**config.mk**
```make
export PLATFORM = sky130hd
export DESIGN_NAME = xdatapath
export DESIGN_NICKNAME = d
export VERILOG_FILES = /design/src/hdl/xalu_pkg.sv /design/src/hdl/xdatapath.sv /design/src/hdl/xalu.sv /design/src/hdl/xalu_result.sv /design/src/hdl/xalu_exec.sv /design/src/hdl/xalu_decode.sv /design/src/hdl/xinmux.sv
export VERILOG_INCLUDE_DIRS = /design/src /design/src/hdl
export SDC_FILE = /design/constraint.sdc
export NUM_CORES = 1
export LEC_CHECK = 0
export BUFFER_PORTS_ARGS = -buffer_cell sky130_fd_sc_hd__buf_4
export CORE_MARGIN = 1.5
export CORE_UTILIZATION = 43
export CTS_BUF_LIST = sky130_fd_sc_hd__clkbuf_8
export CTS_CLUSTER_DIAMETER = 120
export CTS_CLUSTER_SIZE = 28
export DETAILED_ROUTE_END_ITERATION = 6
export GPL_TIMING_DRIVEN = 1
export HOLD_SLACK_MARGIN = 0.06
export PLACE_DENSITY = 0.58
export SLEW_MARGIN = 5
export SYNTH_ARGS = -nofsm -noshare
export SYNTH_HDL_FRONTEND = slang
export SYNTH_SLANG_ARGS = --single-unit
```
**constraint.sdc**
```tcl
create_clock -name clk -period 7.35 [get_ports clk]
set_clock_uncertainty 0.2 [all_clocks]
set_input_delay 1.47 -clock clk [delete_from_list [all_inputs] [get_ports clk]]
set_output_delay 1.47 -clock clk [all_outputs]
set_load 0.01 [all_outputs]
```
**src/hdl/xdefs_params.svh**
```systemverilog
`ifndef XDEFS_PARAMS_SVH
`define XDEFS_PARAMS_SVH

// Datapath word width
`define DATA_W 32

// Bus entries: two external inputs, then one per ALU cell
`define N 4

// Operand select width, code 7 means no source
`define N_W 3

`define N_ALU 2

`endif
```
**src/hdl/xalu_pkg.sv**
```systemverilog
`include "xdefs_params.svh"

package xalu_pkg;

	// ALU function codes
	typedef enum logic [3:0] {
		ADD,
		SUB,
		CMP_SIG,
		CMP_UNS,
		OR,
		AND,
		XOR,
		SEXT8,
		SEXT16,
		SHR_ARITH,
		SHR_LOG,
		MUX,
		CLZ,
		MAX,
		MIN,
		ABS
	} alu_fn_t;

	// Per-cell configuration word
	typedef struct packed {
		logic [`N_W-1:0] sela;
		logic [`N_W-1:0] selb;
		alu_fn_t         fns;
	} alu_conf_t;

	// Controls for the shared 33-bit adder
	typedef struct packed {
		logic inv_a;
		logic zero_b;
		logic cin;
		logic sign_ext;
		logic abs_sel;
	} adder_ctrl_t;

endpackage

```
**src/hdl/xdatapath.sv**
```systemverilog
`timescale 1ns/100ps
`include "xdefs_params.svh"

module xdatapath (
	input  logic                                clk,
	input  logic                                rst_reg,
	input  logic                                conf_valid,
	input  xalu_pkg::alu_conf_t [`N_ALU-1:0]    conf,
	input  logic                                in_valid,
	input  logic [`DATA_W-1:0]                  in_a,
	input  logic [`DATA_W-1:0]                  in_b,
	output logic [`N_ALU-1:0][`DATA_W-1:0]      result,
	output logic                                done
);

	import xalu_pkg::*;

	// Both selects at no source, cell disabled
	localparam alu_conf_t CONF_OFF = '{sela: '1, selb: '1, fns: ADD};

	alu_conf_t [`N_ALU-1:0]     conf_reg;
	logic [`DATA_W-1:0]         in_a_reg;
	logic [`DATA_W-1:0]         in_b_reg;
	logic                       in_strobe;
	logic [4:0]                 done_sr;
	logic [`N-1:0][`DATA_W-1:0] bus;
	logic [`N-1:0][`DATA_W-1:0] bus_prev;

	always_ff @(posedge clk) begin
		if (rst_reg) begin
			for (int i = 0; i < `N_ALU; i++) begin
				conf_reg[i] <= CONF_OFF;
			end
		end else if (conf_valid) begin
			conf_reg <= conf;
		end
	end

	always_ff @(posedge clk) begin
		if (rst_reg) begin
			in_a_reg <= '0;
			in_b_reg <= '0;
		end else if (in_valid) begin
			in_a_reg <= in_a;
			in_b_reg <= in_b;
		end
	end

	// Strobe rides with the input entries, then five more stages to done
	always_ff @(posedge clk) begin
		if (rst_reg) begin
			in_strobe <= 1'b0;
			done_sr <= '0;
		end else begin
			in_strobe <= in_valid;
			done_sr <= {done_sr[3:0], in_strobe};
		end
	end

	assign done = done_sr[4];

	assign bus[0] = in_a_reg;
	assign bus[1] = in_b_reg;

	always_ff @(posedge clk) begin
		if (rst_reg) begin
			bus_prev <= '0;
		end else begin
			bus_prev <= bus;
		end
	end

	for (genvar g = 0; g < `N_ALU; g++) begin : g_alu
		xalu u_xalu (
			.clk      (clk),
			.rst_reg  (rst_reg),
			.bus      (bus),
			.bus_prev (bus_prev),
			.conf     (conf_reg[g]),
			.result   (result[g])
		);

		assign bus[2 + g] = result[g];
	end

endmodule

```
**src/hdl/xalu.sv**
```systemverilog
`timescale 1ns/100ps
`include "xdefs_params.svh"

module xalu (
	input  logic                       clk,
	input  logic                       rst_reg,
	input  logic [`N-1:0][`DATA_W-1:0] bus,
	input  logic [`N-1:0][`DATA_W-1:0] bus_prev,
	input  xalu_pkg::alu_conf_t        conf,
	output logic [`DATA_W-1:0]         result
);

	import xalu_pkg::*;

	logic [`DATA_W-1:0] op_a;
	logic [`DATA_W-1:0] op_b;
	logic [`DATA_W-1:0] op_a_reg;
	logic [`DATA_W-1:0] op_b_reg;
	logic [`DATA_W:0]   sum;
	logic               enable_a;
	logic               enable_b;
	logic               enabled;
	alu_fn_t            fns_reg;
	adder_ctrl_t        ctrl;

	xinmux u_mux_a (
		.sel      (conf.sela),
		.bus      (bus),
		.bus_prev (bus_prev),
		.data_out (op_a),
		.enabled  (enable_a)
	);

	xinmux u_mux_b (
		.sel      (conf.selb),
		.bus      (bus),
		.bus_prev (bus_prev),
		.data_out (op_b),
		.enabled  (enable_b)
	);

	// Enable and function line up with the operand registers
	always_ff @(posedge clk) begin
		if (rst_reg) begin
			enabled <= 1'b0;
			fns_reg <= ADD;
		end else begin
			enabled <= enable_a & enable_b;
			fns_reg <= conf.fns;
		end
	end

	xalu_decode u_decode (
		.fns  (conf.fns),
		.ctrl (ctrl)
	);

	xalu_exec u_exec (
		.clk      (clk),
		.rst_reg  (rst_reg),
		.op_a     (op_a),
		.op_b     (op_b),
		.ctrl     (ctrl),
		.op_a_reg (op_a_reg),
		.op_b_reg (op_b_reg),
		.sum      (sum)
	);

	xalu_result u_result (
		.clk      (clk),
		.rst_reg  (rst_reg),
		.fns      (fns_reg),
		.enabled  (enabled),
		.op_a_reg (op_a_reg),
		.op_b_reg (op_b_reg),
		.sum      (sum),
		.result   (result)
	);

endmodule

```
**src/hdl/xalu_result.sv**
```systemverilog
`timescale 1ns/100ps
`include "xdefs_params.svh"

module xalu_result (
	input  logic               clk,
	input  logic               rst_reg,
	input  xalu_pkg::alu_fn_t  fns,
	input  logic               enabled,
	input  logic [`DATA_W-1:0] op_a_reg,
	input  logic [`DATA_W-1:0] op_b_reg,
	input  logic [`DATA_W:0]   sum,
	output logic [`DATA_W-1:0] result
);

	import xalu_pkg::*;

	localparam int CLZ_W = $clog2(`DATA_W + 1);

	logic [CLZ_W-1:0]   clz;
	logic [`DATA_W-1:0] result_int;

	// Leading zeros of a, all zero gives DATA_W
	always_comb begin
		clz = CLZ_W'(`DATA_W);
		for (int i = 0; i < `DATA_W; i++) begin
			if (op_a_reg[i]) begin
				clz = CLZ_W'(`DATA_W - 1 - i);
			end
		end
	end

	always_comb begin
		result_int = sum[`DATA_W-1:0];
		case (fns)
			OR:        result_int = op_a_reg | op_b_reg;
			AND:       result_int = op_a_reg & op_b_reg;
			XOR:       result_int = op_a_reg ^ op_b_reg;
			SEXT8:     result_int = {{(`DATA_W-8){op_a_reg[7]}}, op_a_reg[7:0]};
			SEXT16:    result_int = {{(`DATA_W-16){op_a_reg[15]}}, op_a_reg[15:0]};
			SHR_ARITH: result_int = {op_a_reg[`DATA_W-1], op_a_reg[`DATA_W-1:1]};
			SHR_LOG:   result_int = {1'b0, op_a_reg[`DATA_W-1:1]};
			MUX:       result_int = op_a_reg[`DATA_W-1] ? '0 : op_b_reg;
			CLZ:       result_int = {{(`DATA_W-CLZ_W){1'b0}}, clz};
			CMP_SIG,
			CMP_UNS:   result_int = {sum[`DATA_W], sum[`DATA_W-2:0]};
			// Sum is b - a, so a clear top bit means b >= a
			MAX:       result_int = sum[`DATA_W] ? op_a_reg : op_b_reg;
			MIN:       result_int = sum[`DATA_W] ? op_b_reg : op_a_reg;
			default:   result_int = sum[`DATA_W-1:0];
		endcase
	end

	always_ff @(posedge clk) begin
		if (rst_reg) begin
			result <= '0;
		end else if (enabled) begin
			result <= result_int;
		end
	end

endmodule

```
**src/hdl/xalu_exec.sv**
```systemverilog
`timescale 1ns/100ps
`include "xdefs_params.svh"

module xalu_exec (
	input  logic                  clk,
	input  logic                  rst_reg,
	input  logic [`DATA_W-1:0]    op_a,
	input  logic [`DATA_W-1:0]    op_b,
	input  xalu_pkg::adder_ctrl_t ctrl,
	output logic [`DATA_W-1:0]    op_a_reg,
	output logic [`DATA_W-1:0]    op_b_reg,
	output logic [`DATA_W:0]      sum
);

	import xalu_pkg::*;

	adder_ctrl_t      ctrl_reg;
	logic             a_msb;
	logic             b_msb;
	logic             inv;
	logic             carry;
	logic [`DATA_W:0] a_ext;
	logic [`DATA_W:0] b_ext;

	// Controls travel with their operands
	always_ff @(posedge clk) begin
		if (rst_reg) begin
			op_a_reg <= '0;
			op_b_reg <= '0;
			ctrl_reg <= '0;
		end else begin
			op_a_reg <= op_a;
			op_b_reg <= op_b;
			ctrl_reg <= ctrl;
		end
	end

	assign a_msb = ctrl_reg.sign_ext & op_a_reg[`DATA_W-1];
	assign b_msb = ctrl_reg.sign_ext & op_b_reg[`DATA_W-1];

	// ABS negates a only when a is negative
	assign inv = ctrl_reg.abs_sel ? op_a_reg[`DATA_W-1] : ctrl_reg.inv_a;
	assign carry = ctrl_reg.abs_sel ? op_a_reg[`DATA_W-1] : ctrl_reg.cin;

	assign a_ext = {a_msb, op_a_reg} ^ {(`DATA_W+1){inv}};
	assign b_ext = ctrl_reg.zero_b ? '0 : {b_msb, op_b_reg};
	assign sum = a_ext + b_ext + {{`DATA_W{1'b0}}, carry};

endmodule

```
**src/hdl/xalu_decode.sv**
```systemverilog
`timescale 1ns/100ps

module xalu_decode (
	input  xalu_pkg::alu_fn_t     fns,
	output xalu_pkg::adder_ctrl_t ctrl
);

	import xalu_pkg::*;

	// Default is a plain a + b
	always_comb begin
		ctrl = '0;
		case (fns)
			SUB,
			CMP_UNS: begin
				ctrl.inv_a = 1'b1;
				ctrl.cin = 1'b1;
			end
			CMP_SIG,
			MAX,
			MIN: begin
				ctrl.inv_a = 1'b1;
				ctrl.cin = 1'b1;
				ctrl.sign_ext = 1'b1;
			end
			ABS: begin
				// Inversion decided later from the sign of a
				ctrl.zero_b = 1'b1;
				ctrl.abs_sel = 1'b1;
			end
			default: begin
				ctrl = '0;
			end
		endcase
	end

endmodule

```
**src/hdl/xinmux.sv**
```systemverilog
`timescale 1ns/100ps
`include "xdefs_params.svh"

module xinmux (
	input  logic [`N_W-1:0]            sel,
	input  logic [`N-1:0][`DATA_W-1:0] bus,
	input  logic [`N-1:0][`DATA_W-1:0] bus_prev,
	output logic [`DATA_W-1:0]         data_out,
	output logic                       enabled
);

	localparam logic [`N_W-1:0] SEL_NONE = '1;

	// Low codes read the current bus, high codes the previous one
	always_comb begin
		data_out = '0;
		enabled = 1'b1;
		if (sel == SEL_NONE) begin
			enabled = 1'b0;
		end else if (sel < `N_W'(`N)) begin
			data_out = bus[sel[`N_W-2:0]];
		end else begin
			data_out = bus_prev[sel[`N_W-2:0]];
		end
	end

endmodule

```
==> impl_metrics.tcl, run 1 <==
set metrics [dict create \
    timing.setup.tns_ns 0 \
    startpoint "g_alu[0].u_xalu.u_exec.ctrl_reg[0]" \
    layout-drive-gt1-share_pct 16.6 \
    numCtsBuffers 20 \
    core-area_um2 71700 \
    dieArea_um2 74300 \
    synthDistinctLibCells 89 \
    overflow 0 \
    critPathLaunchType "register" \
    netlist_area_um2 31300 \
    drv_slew 0 \
    clock_power_share_pct 23.3 \
    cts-root-buf "clkbuf_8" \
    synthArstFlopShare_pct 0 \
    htreeDepth 1 \
    crit-reg2reg-capture "g_alu[0].u_xalu.u_result.result[5]" \
    cts_setup_buffers 0 \
    ys_seq_area_share_pct 27.3 \
    hold_path.class "reg -> reg" \
    reg2reg_slack_ns 1.82 \
    ys_warn_count 0 \
    grt_start_max_net_pins 118 \
    power.leakage_nw 13.5 \
    postSynthCellCount 3317 \
    synth_edf_count 0 \
    cp.required_ns 7.72 \
    cts_tree "yes" \
    dr.pass1.iters 7 \
    ys.flop_type "dfxtp_1" \
    rr_startpoint "g_alu[0].u_xalu.u_exec.ctrl_reg[0]" \
    min_period_ns 5.53 \
    synth_nets 3599 \
    routed_via_density 6.38 \
    hold_violations 0 \
    num_vias 26600 \
    ys_ff_latch 426 \
    min_to "done_sr[4]" \
    io_buffers 152 \
    p_sw_mw 1.73 \
    status "complete, but fails checks" \
    critPathMaxStageDelay_ns 0.66 \
    reg2reg_depth 15 \
    cap_viol_max_count 0 \
    period_share_pct 75.3 \
    path_cells "buf_4, mux2i_4, buf_4, xnor2_1, ha_1, o21ai_0, a211o_1, nor3_1, o211a_1, nor3_1, a221oi_1, o311a_1, mux2i_1, o311ai_0, a22o_1" \
    p_int_mw 3.41 \
    finalWorstSetupSlack_ns 1.82 \
    ir_worst_vdd_v 0.000167 \
    first_iter_violations 2888 \
    pin_count 153 \
    die_w_um 273 \
    hold_path_depth 1 \
    tightestPinTransition_ns 1.21 \
    fmax_mhz 181 \
    largest_reg_flops 128 \
    ant_nets 0 \
    switching_share_pct 33.6 \
    cts_hold_buffers 0 \
    start_util_pct 43.6 \
    dp_hpwl_um 79400 \
    place_ws_ns 1.97 \
    grt_pass1_wl_um 166000 \
    final_nets 3492 \
    syn_area_per_cell_um2 9.43 \
    regMostFlops "bus_prev" \
    grt_pass1_vias 25800 \
    area_growth_syn_to_layout_pct 5.48 \
    holdCritStartpoint "done_sr[3]" \
    final_common_cell "nor2_1" \
    clkTransAtPathRegs_ns 0.18 \
    critPathKind "reg -> reg" \
    cts.sinks 426 \
    gp_congestion 0.951 \
    routedWlPerCell_um 26.6 \
    clk_path_buf_depth 3 \
    power.density_nw_per_um2 156 \
    arrival_ns 5.91 \
    setup_viol 0 \
    worstPathMaxFanout 40 \
    crit_path_end_kind "register" \
    clock_latency_ns 0.67 \
    drc 11 \
    hold_slack_ns 0.258 \
    rows 98 \
    crit_path_top_delay_cell "mux2i_1" \
    violations "design-rule violations" \
    p_comb_share_pct 24.7 \
    slew_headroom_pct 18.2 \
    layout_common_cells "nor2_1, dfxtp_1, mux4_2, mux2i_1, ha_1" \
    cp_num_buf_inv 2 \
    sequentialPowerShare_pct 52.0 \
    drt-total-wl_um 111000 \
    rsz0062_at_grt "false" \
    antenna_found_initial 0 \
    cpLargestDelayFamily "compound AO/OA/AOI/OAI gates" \
    cts-resized-gates 0 \
    die_h_um 273 \
    diodes 0 \
    track_usage_pct 29.2 \
]
==> worst register-to-register path, cell delays in order, from the launching register on <==
cell	delay (ns)
dfxtp_1	0.34
buf_4	0.44
mux2i_4	0.53
buf_4	0.46
xnor2_1	0.15
ha_1	0.40
o21ai_0	0.14
a211o_1	0.32
nor3_1	0.34
o211a_1	0.28
nor3_1	0.10
a221oi_1	0.28
o311a_1	0.31
mux2i_1	0.66
o311ai_0	0.23
a22o_1	0.24
==> through the flow <==
step | total power [mW] | utilization [%] | cell area, µm² | std cells
after floorplan | 3.54 | - | 31300 | 3317
after CTS | 5.16 | 46.0 | 33000 | 4168
after detailed placement | 3.98 | 45.4 | 32500 | 4138
after global routing | 5.35 | 46.0 | 33000 | 4168
after global placement | 3.96 | 45.4 | 32500 | 4138
final | 5.14 | 46.0 | 33000 | 4168
==> cell type report <==
type,count,area [µm²]
clock inverter,8,141
multi-input combinational,2408,20700
fill,6891,38700
timing repair buffer,193,1470
tap,950,1190
inverter,161,604
clock buffer,22,303
sequential,426,8570
==> how the worst max path moves through the flow <==
stage / to / slack (ns) / depth (start not counted)
floorplan: g_alu[0].u_xalu.u_result.result[0] / 3.04 / 16
global placement: g_alu[1].u_xalu.u_result.result[11] / 2.08 / 15
detailed placement: g_alu[1].u_xalu.u_result.result[11] / 1.97 / 15
CTS: g_alu[1].u_xalu.u_result.result[12] / 1.91 / 15
global route: g_alu[1].u_xalu.u_result.result[12] / 1.57 / 15
finish: g_alu[0].u_xalu.u_result.result[5] / 1.82 / 15
==> cells in the mapped netlist (9+ instances only) <==
| library cell | instances | area [µm²] |
|---|---|---|
| ha_1 | 192 | 2400 |
| buf_1 | 66 | 248 |
| nand2b_1 | 26 | 163 |
| nor3_1 | 35 | 175 |
| a31oi_1 | 27 | 169 |
| a211o_1 | 19 | 166 |
| nand2_1 | 155 | 582 |
| nor2b_1 | 170 | 1060 |
| nand3_1 | 51 | 255 |
| a21oi_1 | 142 | 711 |
| xnor2_1 | 97 | 850 |
| xor2_1 | 20 | 175 |
| dfxtp_1 | 426 | 8530 |
| o21bai_1 | 28 | 210 |
| a22oi_1 | 32 | 240 |
| o211ai_1 | 19 | 143 |
| mux2i_1 | 217 | 2170 |
| nand4_1 | 15 | 93.8 |
| o21ai_0 | 131 | 656 |
| a211oi_1 | 31 | 233 |
| o31ai_1 | 19 | 143 |
| mux4_2 | 256 | 5770 |
| buf_2 | 9 | 45.0 |
| nor2_1 | 419 | 1570 |
| buf_4 | 70 | 526 |
| a21o_1 | 32 | 240 |
| a222oi_1 | 36 | 360 |
| a221oi_1 | 59 | 517 |
| o21a_1 | 12 | 90.1 |
| inv_1 | 160 | 601 |
| nor4_1 | 11 | 68.8 |
| clkbuf_1 | 175 | 657 |
==> cell families (layout without fill, tap and decap cells) <==
group	Yosys count	count (layout)	synth area share (%)
buf+inv	483	384	6.72
fa+ha+maj	194	194	7.81
mux	478	478	25.6
compound gates	693	693	15.5
xor+xnor	117	117	3.28
flops	426	426	27.3
simple gates	926	926	13.8
==> metal layers <==
layer  vias up  part of all wire, %  GRT usage (%)
li1      11900                    -              -
met1     13300                   42           39.7
met2      1188                   47           48.1
met3       189                  6.7           2.99
met4         0                  4.1           10.5
met5         -                    0              0
==> power by group through the flow <==
stage / registers, mW / clock network [mW] / logic (mW)
2_1_floorplan: 2.56 / 0 / 0.976
3_3_place_gp: 2.71 / 0 / 1.24
3_5_place_dp: 2.72 / 0 / 1.26
4_1_cts: 2.67 / 1.23 / 1.26
5_1_grt: 2.69 / 1.30 / 1.36
6_report: 2.67 / 1.20 / 1.27
Note: power is estimated with default switching activity, not from simulation.
==> run 2: changes to the inputs <==
--- a/config.mk
+++ b/config.mk
@@ -15,7 +15,7 @@
 export DETAILED_ROUTE_END_ITERATION = 6
 export GPL_TIMING_DRIVEN = 1
 export HOLD_SLACK_MARGIN = 0.06
-export PLACE_DENSITY = 0.58
+export PLACE_DENSITY = 0.61
 export SLEW_MARGIN = 5
 export SYNTH_ARGS = -nofsm -noshare
 export SYNTH_HDL_FRONTEND = slang
==> constraint.sdc (replaced) <==
create_clock -name clk -period 4.8 [get_ports clk]
set_clock_uncertainty 0.2 [all_clocks]
set_input_delay 0.96 -clock clk [delete_from_list [all_inputs] [get_ports clk]]
set_output_delay 0.96 -clock clk [all_outputs]
set_load 0.01 [all_outputs]
==> run 2 against run 1 <==
Against the previous run:
- the flow now finishes without violations
- non-clock buffer count grew 41
- routed wire length decreased by 5.1%
- via count down 0.97%
- sequential share of layout area is 0.27 points lower
- global-route usage is 1.6 points lower
- clock-buffer cell count is the same
- die area did not move
- critical endpoint is now g_alu[0].u_xalu.u_result.result[3]
- highest routed layer is now met5
==> impl_metrics.tcl, run 2 (synthesis results as in run 1) <==
set metrics [dict create \
    hold_violations 0 \
    dpl_cell_area_um2 32900 \
    core-area_um2 71700 \
    die_w_um 273 \
    p_comb_share_pct 23.6 \
    clkTransAtPathRegs_ns 0.19 \
    tightestPinTransition_ns 1.26 \
    seqCellArea_um2 8570 \
    antenna_found_initial 2 \
    m1WireLength_um 44500 \
    cts_tree "yes" \
    dieArea_um2 74300 \
    holdCritStartpoint "conf[9]" \
    clock_power_share_pct 23.3 \
    final_area_um2 33300 \
    drt-total-wl_um 105000 \
    io_buffers 152 \
    power.density_nw_per_um2 235 \
    cts-root-buf "clkbuf_8" \
    path_cells "mux2i_4, buf_4, xnor2_1, ha_1, o21ai_0, a211o_1, nor3_1, o211a_1, nor3_1, a221oi_1, o311a_1, mux2_4, nand3_1, a2111oi_2" \
    final_nets 3535 \
    regMostFlops "bus_prev" \
    p_sw_mw 2.72 \
    fmax_mhz 216 \
    reg2reg_slack_ns 0.18 \
    final_common_cell "nor2_1" \
    cts_hold_buffers 0 \
    dp_hpwl_um 76200 \
    largest_reg_flops 128 \
    finalWorstSetupSlack_ns 0.176 \
    layout-drive-gt1-share_pct 17.7 \
    grt_pass1_wl_um 158000 \
    critPathKind "reg -> reg" \
    cts.sinks 426 \
    reg2reg_depth 14 \
    drv_slew 0 \
    period_share_pct 96.3 \
    grt_start_max_net_pins 118 \
    start_util_pct 43.6 \
    p_int_mw 5.12 \
    crit-reg2reg-capture "g_alu[0].u_xalu.u_result.result[3]" \
    gp_congestion 0.987 \
    critPathLaunchType "register" \
    track_usage_pct 27.6 \
    rows 98 \
    slew_headroom_pct 15.6 \
    ant_nets 0 \
    first_iter_violations 2853 \
    clock_latency_ns 0.72 \
    arrival_ns 5.02 \
    overflow 0 \
    num_vias 26300 \
    crit_top_cell "nor3_1" \
    pin_count 153 \
    power.leakage_nw 13.7 \
    drc 0 \
    cap_viol_max_count 0 \
    min_period_ns 4.62 \
    switching_share_pct 34.7 \
    setup_viol 0 \
    numCtsBuffers 22 \
    cts_setup_buffers 0 \
    fillerInstances 6914 \
    routedWlPerCell_um 24.9 \
    min_to "conf_reg[9]" \
    postLayoutCoreUtil_pct 46.5 \
    cts-resized-gates 0 \
    place_ws_ns 0.273 \
    area_growth_syn_to_layout_pct 6.59 \
    routed_via_density 6.25 \
    hold_path_depth 2 \
    timing.setup.tns_ns 0 \
    critPathMaxStageDelay_ns 0.49 \
    wl_met3_um 8120 \
    route.top_layer_used "met5" \
    ir_worst_vdd_v 0.000209 \
    grt_pass1_vias 24700 \
    met2WireLength_um 47500 \
    rr_startpoint "g_alu[0].u_xalu.u_exec.ctrl_reg[0]" \
    layout_common_cells "nor2_1, dfxtp_1, mux4_2, buf_4, mux2i_1" \
    crit_path_end_kind "register" \
    multi_input_area_um2 20700 \
    die_h_um 273 \
    crit_path_top_delay_cell "mux2_4" \
    hold_path.class "in -> reg" \
    dr.pass1.iters 7 \
    rsz0062_at_grt "true" \
    worstPathMaxFanout 28 \
    sequentialPowerShare_pct 53.2 \
    power_mw 7.84 \
    cp.required_ns 5.20 \
    status "completed" \
    htreeDepth 1 \
    clk_path_buf_depth 3 \
]
-- run 2: power by group through the flow --
stage | combinational, mW | clock (mW) | sequential, mW
6_report | 1.85 | 1.82 | 4.17
5_1_grt | 1.99 | 1.98 | 4.20
4_1_cts | 1.83 | 1.88 | 4.17
3_5_place_dp | 1.83 | 0 | 4.24
3_3_place_gp | 1.82 | 0 | 4.24
2_1_floorplan | 1.49 | 0 | 3.93
-- run 2: stage by stage --
stage	hold WS [ns]	std cells
after floorplan	0.214	3317
after global placement	0.219	4177
after detailed placement	0.225	4177
after CTS	0.206	4211
after global routing	0.217	4213
final	0.234	4214
-- run 2: worst max-delay path by stage --
| stage | from | endpoint | slack (ns) | cells past startpoint |
|---|---|---|---|---|
| detailed placement | g_alu[1].u_xalu.u_exec.ctrl_reg[0] | g_alu[1].u_xalu.u_result.result[6] | 0.27 | 14 |
| floorplan | g_alu[0].u_xalu.u_exec.ctrl_reg[0] | g_alu[0].u_xalu.u_result.result[0] | 0.49 | 16 |
| finish | g_alu[0].u_xalu.u_exec.ctrl_reg[0] | g_alu[0].u_xalu.u_result.result[3] | 0.18 | 14 |
| global placement | g_alu[1].u_xalu.u_exec.ctrl_reg[0] | g_alu[1].u_xalu.u_result.result[6] | 0.33 | 14 |
| CTS | g_alu[1].u_xalu.u_exec.ctrl_reg[0] | g_alu[1].u_xalu.u_result.result[6] | 0.22 | 14 |
| global route | g_alu[0].u_xalu.u_exec.ctrl_reg[0] | g_alu[0].u_xalu.u_result.result[4] | -0.003 | 14 |
-- run 2: per-layer routing --
layer / GRT usage [%] / vias up
met4: 12.2 / 4
met3: 3.96 / 197
met5: 0 / -
met2: 43.1 / 1158
met1: 37.8 / 13000
li1: - / 12000
-- run 2: layout make-up --
class                           count  area share [%]
Multi-Input combinational cell   2408            62.1
Sequential cell                   426            25.7
Timing Repair Buffer              234            5.44
Tap cell                          950            3.57
Inverter                          161            1.81
Clock buffer                       22           0.908
Clock inverter                     12           0.443
Antenna cell                        1         0.00751
-- run 2: worst max-delay path: cells and delay by family (launching register included) --
| family | cells | cell delay (ns) |
|---|---|---|
| AO/OA/AOI/OAI | 6 | 1.55 |
| multiplexers | 2 | 0.93 |
| AND/OR/NAND/NOR | 3 | 0.49 |
| flip-flops | 1 | 0.43 |
| buffers and inverters | 1 | 0.39 |
| adder cells (fa/ha/maj) | 1 | 0.38 |
| XOR/XNOR | 1 | 0.11 |
